==> src/scope_consts.svh <==
// shared width and length macros for the scope datapath
// sample, gain and fraction widths for the calibration stages
// trigger hold timer and capture counter widths
// default trigger hold and capture lengths

`ifndef SCOPE_CONSTS_SVH
`define SCOPE_CONSTS_SVH

// sample path
`define SCOPE_DW      14        // ADC/DAC sample width
`define SCOPE_MW      16        // signed gain width
`define SCOPE_FRAC    13        // gain 8192 is unity

// control path
`define SCOPE_DEB_CW  20        // debounce timer width
`define SCOPE_LEN_W   16        // capture length width

// defaults
`define SCOPE_DEB_LEN_DEF  20'd62500   // 0.5 ms at 125 MHz
`define SCOPE_ACQ_LEN_DEF  16'd1024    // samples per capture

`endif

==> src/scope_pkg.sv <==
// types for the scope acquisition controller
// controller states, command opcodes and trigger sources

package scope_pkg;

  // acquisition controller states
  typedef enum logic [1:0] {
    ST_IDLE    = 2'd0,  // waiting for arm
    ST_ARMED   = 2'd1,  // waiting for trigger
    ST_CAPTURE = 2'd2   // samples are valid
  } acq_state_e;

  // software commands, one per cycle
  typedef enum logic [1:0] {
    CMD_NONE    = 2'd0,
    CMD_ARM     = 2'd1,
    CMD_SW_TRIG = 2'd2,  // only acts with TRG_SW
    CMD_STOP    = 2'd3   // abort from any state
  } acq_cmd_e;

  // trigger source select
  typedef enum logic [1:0] {
    TRG_SW     = 2'd0,  // software trigger command
    TRG_EXT_PE = 2'd1,  // expansion pin rising edge
    TRG_EXT_NE = 2'd2   // expansion pin falling edge
  } trg_src_e;

endpackage : scope_pkg

==> src/acq_fsm.sv <==
// acquisition controller FSM
// arm, trigger select and capture sequencing
// sample counter against the latched capture length
// busy, valid and done status outputs

`timescale 1ns/100ps

`include "scope_consts.svh"

module acq_fsm import scope_pkg::*; (
  input  logic                    adc_clk,
  input  logic                    top_rst,
  // control
  input  acq_cmd_e                cmd_i,
  input  trg_src_e                trg_src_i,
  input  logic                    ext_pe_i,   // debounced rising edge
  input  logic                    ext_ne_i,   // debounced falling edge
  input  logic [`SCOPE_LEN_W-1:0] acq_len_i,  // samples per capture, 0 means 1
  // status
  output logic                    acq_vld_o,
  output logic                    acq_busy_o,
  output logic                    acq_done_o
);

  acq_state_e              state_q;
  logic [`SCOPE_LEN_W-1:0] cnt_q;    // samples captured so far
  logic [`SCOPE_LEN_W-1:0] len_q;    // length taken at trigger
  logic [`SCOPE_LEN_W-1:0] len_eff;
  logic                    trg_hit;
  logic                    last;     // final valid cycle
  logic                    done_q;

  assign len_eff = (acq_len_i == '0) ? {{(`SCOPE_LEN_W-1){1'b0}}, 1'b1} : acq_len_i;
  assign last    = (cnt_q == len_q - 1'b1);

  // trigger source select
  always_comb begin
    case (trg_src_i)
      TRG_SW:     trg_hit = (cmd_i == CMD_SW_TRIG);
      TRG_EXT_PE: trg_hit = ext_pe_i;
      TRG_EXT_NE: trg_hit = ext_ne_i;
      default:    trg_hit = 1'b0;  // unused encoding
    endcase
  end

  //////////////////////////////
  // state register
  //////////////////////////////

  always_ff @(posedge adc_clk or posedge top_rst) begin
    if (top_rst) begin
      state_q <= ST_IDLE;
      cnt_q   <= '0;
      len_q   <= '0;
      done_q  <= 1'b0;
    end else begin
      done_q <= 1'b0;
      if (cmd_i == CMD_STOP) begin
        state_q <= ST_IDLE;  // abort, no done pulse
      end else begin
        case (state_q)
          ST_IDLE: begin
            if (cmd_i == CMD_ARM) state_q <= ST_ARMED;
          end
          ST_ARMED: begin
            if (trg_hit) begin
              state_q <= ST_CAPTURE;  // first sample next cycle
              cnt_q   <= '0;
              len_q   <= len_eff;
            end
          end
          ST_CAPTURE: begin
            cnt_q <= cnt_q + 1'b1;
            if (last) begin
              state_q <= ST_IDLE;
              done_q  <= 1'b1;
            end
          end
          default: state_q <= ST_IDLE;
        endcase
      end
    end
  end

  assign acq_vld_o  = (state_q == ST_CAPTURE);
  assign acq_busy_o = (state_q != ST_IDLE);
  assign acq_done_o = done_q;  // cycle after the last sample

endmodule : acq_fsm

==> src/adc_frontend.sv <==
// ADC input register stage
// pin format to signed sample conversion
// digital loopback multiplexer in front of the register

`timescale 1ns/100ps

`include "scope_consts.svh"

module adc_frontend import scope_pkg::*; (
  input  logic                        adc_clk,
  input  logic                        top_rst,
  // ADC pins
  input  logic        [`SCOPE_DW-1:0] adc_dat_i,  // raw pin word
  // loopback
  input  logic                        loop_i,     // select calibrated DAC sample
  input  logic signed [`SCOPE_DW-1:0] dac_cal_i,
  // sample toward ADC calibration
  output logic signed [`SCOPE_DW-1:0] adc_raw_o
);

  //////////////////////////////
  // pin format conversion
  //////////////////////////////

  logic signed [`SCOPE_DW-1:0] pin_cnv;  // converted pin word
  logic signed [`SCOPE_DW-1:0] raw_q;

  // MSB stays, the rest comes inverted from the converter
  assign pin_cnv = {adc_dat_i[`SCOPE_DW-1], ~adc_dat_i[`SCOPE_DW-2:0]};

  //////////////////////////////
  // input register
  //////////////////////////////

  always_ff @(posedge adc_clk or posedge top_rst) begin
    if (top_rst) begin
      raw_q <= '0;
    end else begin
      raw_q <= loop_i ? dac_cal_i : pin_cnv;  // loopback bypasses conversion
    end
  end

  assign adc_raw_o = raw_q;

endmodule : adc_frontend

==> src/lin_calib.sv <==
// linear gain and offset calibration
// stage one registers the full signed product
// stage two scales, adds the offset and saturates
// two samples in flight, one new sample per cycle

`timescale 1ns/100ps

`include "scope_consts.svh"

module lin_calib import scope_pkg::*; (
  input  logic                        adc_clk,
  input  logic                        top_rst,
  input  logic signed [`SCOPE_DW-1:0] dat_i,
  input  logic signed [`SCOPE_MW-1:0] mul_i,  // 8192 is unity gain
  input  logic signed [`SCOPE_DW-1:0] sum_i,  // offset in sample units
  output logic signed [`SCOPE_DW-1:0] dat_o
);

  localparam int PW = `SCOPE_DW + `SCOPE_MW;    // full product width
  localparam int AW = PW - `SCOPE_FRAC + 1;     // scaled product plus carry bit
  localparam logic signed [AW-1:0] DMAX = (1 <<< (`SCOPE_DW-1)) - 1;
  localparam logic signed [AW-1:0] DMIN = -(1 <<< (`SCOPE_DW-1));

  logic signed [PW-1:0]        prod_q;   // stage one
  logic signed [PW-1:0]        prod_sh;  // product after fraction shift
  logic signed [AW-1:0]        acc;      // scaled product plus offset
  logic signed [`SCOPE_DW-1:0] sat;
  logic signed [`SCOPE_DW-1:0] dat_q;    // stage two

  assign prod_sh = prod_q >>> `SCOPE_FRAC;       // arithmetic, keeps sign
  assign acc     = AW'(prod_sh) + AW'(sum_i);

  // clamp to the signed sample range
  always_comb begin
    if (acc > DMAX)      sat = DMAX[`SCOPE_DW-1:0];
    else if (acc < DMIN) sat = DMIN[`SCOPE_DW-1:0];
    else                 sat = acc[`SCOPE_DW-1:0];
  end

  always_ff @(posedge adc_clk or posedge top_rst) begin
    if (top_rst) begin
      prod_q <= '0;
      dat_q  <= '0;
    end else begin
      prod_q <= dat_i * mul_i;  // 14x16 signed
      dat_q  <= sat;
    end
  end

  assign dat_o = dat_q;

endmodule : lin_calib

==> src/scope_top.sv <==
// single channel scope datapath top level
// ADC front end and calibration toward acquisition
// DAC calibration and output format register
// trigger debouncer and acquisition controller

`timescale 1ns/100ps

`include "scope_consts.svh"

module scope_top import scope_pkg::*; (
  input  logic                        adc_clk,
  input  logic                        top_rst,
  // sample streams
  input  logic        [`SCOPE_DW-1:0] adc_dat_i,  // ADC pins
  input  logic signed [`SCOPE_DW-1:0] dac_dat_i,  // generator sample
  input  logic                        loop_i,
  // calibration
  input  logic signed [`SCOPE_MW-1:0] adc_mul_i,
  input  logic signed [`SCOPE_DW-1:0] adc_sum_i,
  input  logic signed [`SCOPE_MW-1:0] dac_mul_i,
  input  logic signed [`SCOPE_DW-1:0] dac_sum_i,
  // trigger and control
  input  logic                        exp_trg_i,
  input  logic    [`SCOPE_DEB_CW-1:0] deb_len_i,
  input  trg_src_e                    trg_src_i,
  input  acq_cmd_e                    cmd_i,
  input  logic     [`SCOPE_LEN_W-1:0] acq_len_i,
  // acquisition
  output logic signed [`SCOPE_DW-1:0] acq_dat_o,
  output logic                        acq_vld_o,
  output logic                        acq_busy_o,
  output logic                        acq_done_o,
  // DAC pins
  output logic        [`SCOPE_DW-1:0] dac_dat_o
);

  logic signed [`SCOPE_DW-1:0] adc_raw;  // after input register
  logic signed [`SCOPE_DW-1:0] dac_cal;  // calibrated DAC sample
  logic        [`SCOPE_DW-1:0] dac_q;
  logic                        ext_pe;
  logic                        ext_ne;

  //////////////////////////////
  // ADC path
  //////////////////////////////

  adc_frontend u_frontend (.adc_clk(adc_clk), .top_rst(top_rst), .adc_dat_i(adc_dat_i),
                           .loop_i(loop_i), .dac_cal_i(dac_cal), .adc_raw_o(adc_raw));

  lin_calib u_adc_cal (.adc_clk(adc_clk), .top_rst(top_rst), .dat_i(adc_raw),
                       .mul_i(adc_mul_i), .sum_i(adc_sum_i), .dat_o(acq_dat_o));

  //////////////////////////////
  // DAC path
  //////////////////////////////

  lin_calib u_dac_cal (.adc_clk(adc_clk), .top_rst(top_rst), .dat_i(dac_dat_i),
                       .mul_i(dac_mul_i), .sum_i(dac_sum_i), .dat_o(dac_cal));

  // output register, signed to converter format
  always_ff @(posedge adc_clk or posedge top_rst) begin
    if (top_rst) dac_q <= '0;
    else         dac_q <= {dac_cal[`SCOPE_DW-1], ~dac_cal[`SCOPE_DW-2:0]};
  end

  assign dac_dat_o = dac_q;

  //////////////////////////////
  // trigger and control
  //////////////////////////////

  trig_debounce #(.debounce_init(1'b0)) u_debounce (.adc_clk(adc_clk), .top_rst(top_rst),
    .trg_i(exp_trg_i), .deb_len_i(deb_len_i), .pe_o(ext_pe), .ne_o(ext_ne));

  acq_fsm u_acq (.adc_clk(adc_clk), .top_rst(top_rst), .cmd_i(cmd_i), .trg_src_i(trg_src_i),
                 .ext_pe_i(ext_pe), .ext_ne_i(ext_ne), .acq_len_i(acq_len_i),
                 .acq_vld_o(acq_vld_o), .acq_busy_o(acq_busy_o), .acq_done_o(acq_done_o));

endmodule : scope_top

==> src/trig_debounce.sv <==
// trigger input debouncer
// two flop synchronizer on the expansion pin
// hold timer against the stable level
// single cycle rising and falling edge pulses

`timescale 1ns/100ps

`include "scope_consts.svh"

module trig_debounce import scope_pkg::*; #(
  parameter bit debounce_init = 1'b0  // stable level out of reset
)(
  input  logic                     adc_clk,
  input  logic                     top_rst,
  input  logic                     trg_i,      // asynchronous pin
  input  logic [`SCOPE_DEB_CW-1:0] deb_len_i,  // hold time in cycles
  output logic                     pe_o,       // rising edge accepted
  output logic                     ne_o        // falling edge accepted
);

  logic [1:0]               sync_q;     // synchronizer chain
  logic                     lvl_q;      // debounced level
  logic [`SCOPE_DEB_CW-1:0] cnt_q;      // cycles differing from lvl_q
  logic [`SCOPE_DEB_CW:0]   cnt_nxt;    // one extra bit, no wrap
  logic                     hold_done;  // last differing cycle reached
  logic                     pe_q;
  logic                     ne_q;

  assign cnt_nxt   = {1'b0, cnt_q} + 1'b1;
  assign hold_done = (sync_q[1] != lvl_q) && (cnt_nxt >= {1'b0, deb_len_i});

  always_ff @(posedge adc_clk or posedge top_rst) begin
    if (top_rst) begin
      sync_q <= {2{debounce_init}};  // no edge right after reset
      lvl_q  <= debounce_init;
      cnt_q  <= '0;
      pe_q   <= 1'b0;
      ne_q   <= 1'b0;
    end else begin
      sync_q <= {sync_q[0], trg_i};
      pe_q   <= hold_done &  sync_q[1];
      ne_q   <= hold_done & ~sync_q[1];
      if (sync_q[1] == lvl_q) begin
        cnt_q <= '0;                              // glitch restarts timer
      end else if (hold_done) begin
        lvl_q <= sync_q[1];
        cnt_q <= '0;
      end else begin
        cnt_q <= cnt_nxt[`SCOPE_DEB_CW-1:0];
      end
    end
  end

  assign pe_o = pe_q;
  assign ne_o = ne_q;

endmodule : trig_debounce

==> config.mk <==
export PLATFORM = sky130hd
export DESIGN_NAME = scope_top
export DESIGN_NICKNAME = d
export VERILOG_FILES = /design/src/scope_pkg.sv /design/src/acq_fsm.sv /design/src/adc_frontend.sv /design/src/lin_calib.sv /design/src/scope_top.sv /design/src/trig_debounce.sv
export VERILOG_INCLUDE_DIRS = /design/src /design/src/src
export SDC_FILE = /design/constraint.sdc
export NUM_CORES = 2
export LEC_CHECK = 0
export BUFFER_PORTS_ARGS = -buffer_cell sky130_fd_sc_hd__buf_2
export CAP_MARGIN = 25
export CORE_AREA = 8 8 270 272
export CTS_CLUSTER_SIZE = 8
export DETAILED_ROUTE_END_ITERATION = 8
export DIE_AREA = 0 0 278 280
export SLEW_MARGIN = 10
export SYNTH_ARGS = -nofsm -noshare
export SYNTH_HDL_FRONTEND = slang
export SYNTH_SLANG_ARGS = --single-unit
==> constraint.sdc <==
create_clock -name adc_clk -period 14.99 [get_ports adc_clk]
set_clock_uncertainty 0.15 [all_clocks]
set_input_delay 3.7475 -clock adc_clk [delete_from_list [all_inputs] [get_ports adc_clk]]
set_output_delay 3.7475 -clock adc_clk [all_outputs]
set_load 0.02 [all_outputs]
# == Yosys cells after proc, flatten, opt, wreduce, memory -nomap -nowiden ==
# Cells that the tools add are included.
# word_totals
regBits,176
inputBits,132
# classes
n_addsub,5
n_mul,2
order_cmp,5
eq_ne,14
n_mux,19
bitwise,7
n_reduce_logical,10
# op_table
op,n
two-way mux 14 bit,5
multiplier 14 x 16 -> 30 bit,2
two-way mux 20 bit,2
adder 17 x 14 -> 18 bit,2
"greater-than comparator 18 x 14 -> 1 bit, second input constant",2
"< comparator 18 x 14 -> 1 bit, second input constant",2
two-way mux 16 bit,2
case mux 16 bit (2 select lines),1
inverter 13 bit,2
"adder 20 x 1 -> 21 bit, second input constant",1
>= comparator 21 x 20 -> 1 bit,1
"adder 16 x 1 -> 16 bit, second input constant",1
== test 16 bit,1
zero test 16 bit,1
"subtractor 16 x 1 -> 16 bit, second input constant",1
"!= test 3 x 1 -> 1 bit, second input constant",3
AND reduction 3 bit,3
"== test 2 bit, second input constant",4
two-way mux 2 bit,4
"== test 2 x 1 -> 1 bit, second input constant",3
case mux 2 bit (3 select lines),1
zero test 2 bit,2
nonzero test 2 bit,2
two-way mux 1 bit,3
other kinds (8),11

# == Depth between registers and ports, before layout ==
# logic_depth
ltp_word,5
depth_mapped,24

# == Hierarchy ==
# A second synthesis with hierarchy kept.
# hier_totals
cells_unflattened,2614
area_unflattened_um2,24818.8
# by_module_without_submodules
mod,n_inst,cells_per_inst,area_per_inst_um2,seq_area_each_um2
lin_calib at u_adc_cal,1,1081,10060.9,775.7
lin_calib at u_dac_cal,1,1035,9751.9,775.7
acq_fsm,1,255,2333.5,875.8
trig_debounce,1,170,1726.7,625.6
adc_frontend,1,45,543.0,350.3
scope_top,1,28,402.9,350.3

# == Least setup slack after synthesis ==
# OpenSTA, ideal clock, no wires.
# synth_path
path_type,in2reg
startpoint,in dac_mul_i[15]
endpoint,reg u_dac_cal.prod_q[28]
setup_time_ns,0.128
arrival_ns,9.259
path_slack_ns,5.454
stages,20
n_path_buf,1
path_cell_list,clkbuf_1 > nand2_1 > fa_1 > fa_1 > inv_1 > fa_1 > fa_1 > fa_1 > inv_1 > fa_1 > inv_1 > ha_1 > a21oi_1 > o21ai_0 > a221o_1 > a21oi_1 > a21bo_2 > a211oi_1 > o21bai_1 > xor2_1
# synth_via
elab_chain_cells,1
# synth_rtl
element,line_no,source
from (decl),scope_top.sv:20,"input logic signed [`SCOPE_MW-1:0] dac_mul_i,"
multiplier 14 x 16 -> 30 bit,lin_calib.sv:45,prod_q <= dat_i * mul_i;
to (signal assigned),lin_calib.sv:45,
to (decl),lin_calib.sv:24,logic signed [PW-1:0] prod_q;
# Every way passes these cells.
# A chain may end at the register's enable or synchronous reset.

# == Worst setup path after layout ==
# layout_path
startpoint,in adc_mul_i[7]
endpoint,reg u_adc_cal.prod_q[28]
# layout_via
elab_chain_cells,1
# layout_rtl
element,line_no,source
from (decl),scope_top.sv:18,"input logic signed [`SCOPE_MW-1:0] adc_mul_i,"
multiplier 14 x 16 -> 30 bit,lin_calib.sv:45,
to (signal assigned),lin_calib.sv:45,
to (decl),lin_calib.sv:24,
# Every way passes these cells.

==> impl_metrics.tcl <==
set metrics [dict create \
    outcome "complete, no violations" \
    use_met3 0.0254 \
    dieArea_um2 77800 \
    met1_usage 0.196 \
    synth_flop_cell "dfrtp_1" \
    finalInstanceArea_um2 26100 \
    cts_buffers 17 \
    rsz0062_at_grt "false" \
    drc 0 \
    ios 163 \
    cts_resized 0 \
    path_depth 24 \
    cpPeakStageDelay_ns 0.65 \
    clock_latency_ns 0.46 \
    fin_nets 3385 \
    yosysMostFrequentCell "inv_1" \
    slew-limit-headroom 0.484 \
    post-place-ws_ns 4.76 \
    vias 16600 \
    worstSetupPathType "in -> reg" \
    maxCapViolCount 0 \
    hold-worst-slack_ns 0.213 \
    die_w_um 278 \
    hpwl_um 45100 \
    cts_tree "yes" \
    worstSetupStartpointType "input pin" \
    wl_per_cell_um 15.6 \
    synth_edf_count 0 \
    finalCritPeriodShare 0.649 \
    grt_max_degree 97 \
    rr_worst_depth 23 \
    clk_path_buf_depth 2 \
    period_minus_slack_ns 9.72 \
    ys_seq_area_frac 0.158 \
    mappedNetlistArea_um2 23800 \
    slowest_stage "o41ai_1" \
    postSynth.asyncResetShare 1.00 \
    finalMaxSlewViolations 0 \
    regToRegSetupSlack_ns 8.06 \
    max_freq_ghz 0.103 \
    tns_ns 0 \
    path_clk_slew_ns 0.07 \
    cts_root_buf "clkbuf_16" \
    holdBufCountCts 0 \
    syn_inst 2515 \
    drt-vias-per-instance 4.70 \
    yosysTopAreaCellShare 0.368 \
    crit_family "adder cells" \
    grt_antenna_before_repair 12 \
    cp-end-kind "register" \
    ant_nets 0 \
    die_h_um 280 \
    crit_arrival_ns 9.91 \
    ys_warn_count 0 \
    hold_viol 0 \
    crit_fanout 14 \
    worstSetupEndpoint "u_adc_cal.prod_q[28]$_DFF_PP0_" \
    grt_overflow_total 0 \
    gp_congestion 0.815 \
    initial_core_util 0.346 \
    drt_pre_antenna_iters 5 \
    syn_nets 3278 \
    ys_seq_elements 150 \
    grt_pass1_wl_um 93000 \
    num_rows 97 \
    cts.sinks 150 \
    globalRouteTotalUtil 0.148 \
    rr_startpoint "u_frontend.adc_raw_o[2]$_DFF_PP0_" \
    yosys-top-cells-area "fa_1, dfrtp_1, ha_1" \
    cts_htree_levels 4 \
    layout-area-overhead-vs-synth_pct 9.59 \
    min_path_type "reg -> reg" \
    portBuffers 162 \
    syn_avg_cell_area_um2 9.47 \
    cp-startpoint "adc_mul_i[7]" \
    setup_ws_ns 5.27 \
    gr-usage-met2 0.248 \
    yosysTopAreaCell "fa_1" \
    drtIter0Drc 772 \
    dpl_cell_area_um2 25500 \
    wl_um 55100 \
    crit_buf_inv 7 \
    synth_top_cells_by_count "inv_1, fa_1, and2_1, nand2_1, ha_1" \
    crit_chain "buf_2 > and2_1 > fa_1 > inv_1 > fa_1 > inv_1 > fa_1 > inv_1 > fa_1 > inv_1 > fa_1 > inv_1 > fa_1 > inv_1 > ha_1 > a211oi_1 > o21ai_0 > o2111ai_1 > a31oi_1 > o21ai_1 > o21ai_1 > o41ai_1 > o21bai_1 > xor2_1" \
    grt_pass1_vias 18000 \
    top_usage_layer "met2" \
    ys_types 71 \
    tightest_slew_ns 0.764 \
    worstPathRequired_ns 15.17 \
    setup_viol 0 \
    rr_endpoint "u_adc_cal.prod_q[28]$_DFF_PP0_" \
    design.core.area_um2 68900 \
    post_cts_buffers 0 \
    drive_gt1_frac 0.0839 \
]
## layout make-up
cell class,count,area [µm²]
diodes,10,25.0
clock buffers,17,425
clock inverters,15,158
fillers,6974,42800
inverters,540,2030
multi-input cells,1747,17700
flip-flops and latches,150,3750
well taps,891,1110
repair buffers,166,861
## logic make-up after synthesis
group           count (synthesis)  synth area share
compound gates                255            0.0686
xor+xnor                      124            0.0456
fa+ha+maj                     631             0.469
buf+inv                       618            0.0978
flops                         150             0.158
mux                             4           0.00184
simple gates                  733             0.159
## layer usage
metal | vias up | share of wire | routed length (µm)
met1 | 8354 | 0.46 | 25200
met5 | - | 0 | 0
met2 | 296 | 0.47 | 25700
li1 | 7906 | - | -
met3 | 52 | 0.053 | 2910
met4 | 0 | 0.024 | 1310
## per-stage QoR
step,instances,util
after floorplan,2515,-
after global placement,3492,0.369
after detailed placement,3493,0.370
after CTS,3525,0.378
after global routing,3526,0.378
final,3536,0.379
## flip-flops by register name, indices dropped and copies added, names as in the netlist
| name | cells |
|---|---|
| u_debounce.cnt_q | 20 |
| u_adc_cal.prod_q | 17 |
| u_dac_cal.prod_q | 17 |
| u_acq.cnt_q | 16 |
| u_acq.len_q | 16 |
| dac_dat_o | 14 |
| u_adc_cal.dat_o | 14 |
| u_dac_cal.dat_o | 14 |
| u_frontend.adc_raw_o | 14 |
| u_acq.state_q | 2 |
| u_debounce.sync_q | 2 |
| u_acq.acq_done_o | 1 |
| u_debounce.lvl_q | 1 |
| u_debounce.ne_o | 1 |
| u_debounce.pe_o | 1 |
## cell usage in the layout (no fill, tap or decap), drive strengths merged, types with 3 or more instances in the layout
cell / count
nand2: 239
o31ai: 7
nor3: 18
nor3b: 6
diode: 10
o21ai: 82
mux2: 3
ha: 193
nor2: 83
inv: 549
or3: 9
and2: 241
nand2b: 19
clkinv: 3
and4: 5
clkinvlp: 3
a31oi: 8
o21a: 9
a31o: 3
a211oi: 12
and3: 20
o21bai: 8
o31a: 3
buf: 166
a21o: 26
nor4: 7
nand3: 31
clkbuf: 17
or4: 4
dfrtp: 150
nand4: 13
xor2: 49
a22o: 11
a21oi: 58
xnor2: 75
fa: 438
o41ai: 3
nor2b: 31
## how the worst min path moves through the flow
stage	start	end	slack [ns]	cells past startpoint
global placement	u_debounce.sync_q[0]$_DFF_PP0_	u_debounce.sync_q[1]$_DFF_PP0_	0.18	0
finish	u_debounce.sync_q[0]$_DFF_PP0_	u_debounce.sync_q[1]$_DFF_PP0_	0.21	0
CTS	u_debounce.sync_q[0]$_DFF_PP0_	u_debounce.sync_q[1]$_DFF_PP0_	0.22	0
global route	u_debounce.sync_q[0]$_DFF_PP0_	u_debounce.sync_q[1]$_DFF_PP0_	0.23	0
floorplan	u_debounce.sync_q[0]$_DFF_PP0_	u_debounce.sync_q[1]$_DFF_PP0_	0.18	0
detailed placement	u_debounce.sync_q[0]$_DFF_PP0_	u_debounce.sync_q[1]$_DFF_PP0_	0.19	0
Power is not shown: default switching activity piles up to over one toggle a cycle in this logic, so the estimate is an artifact.
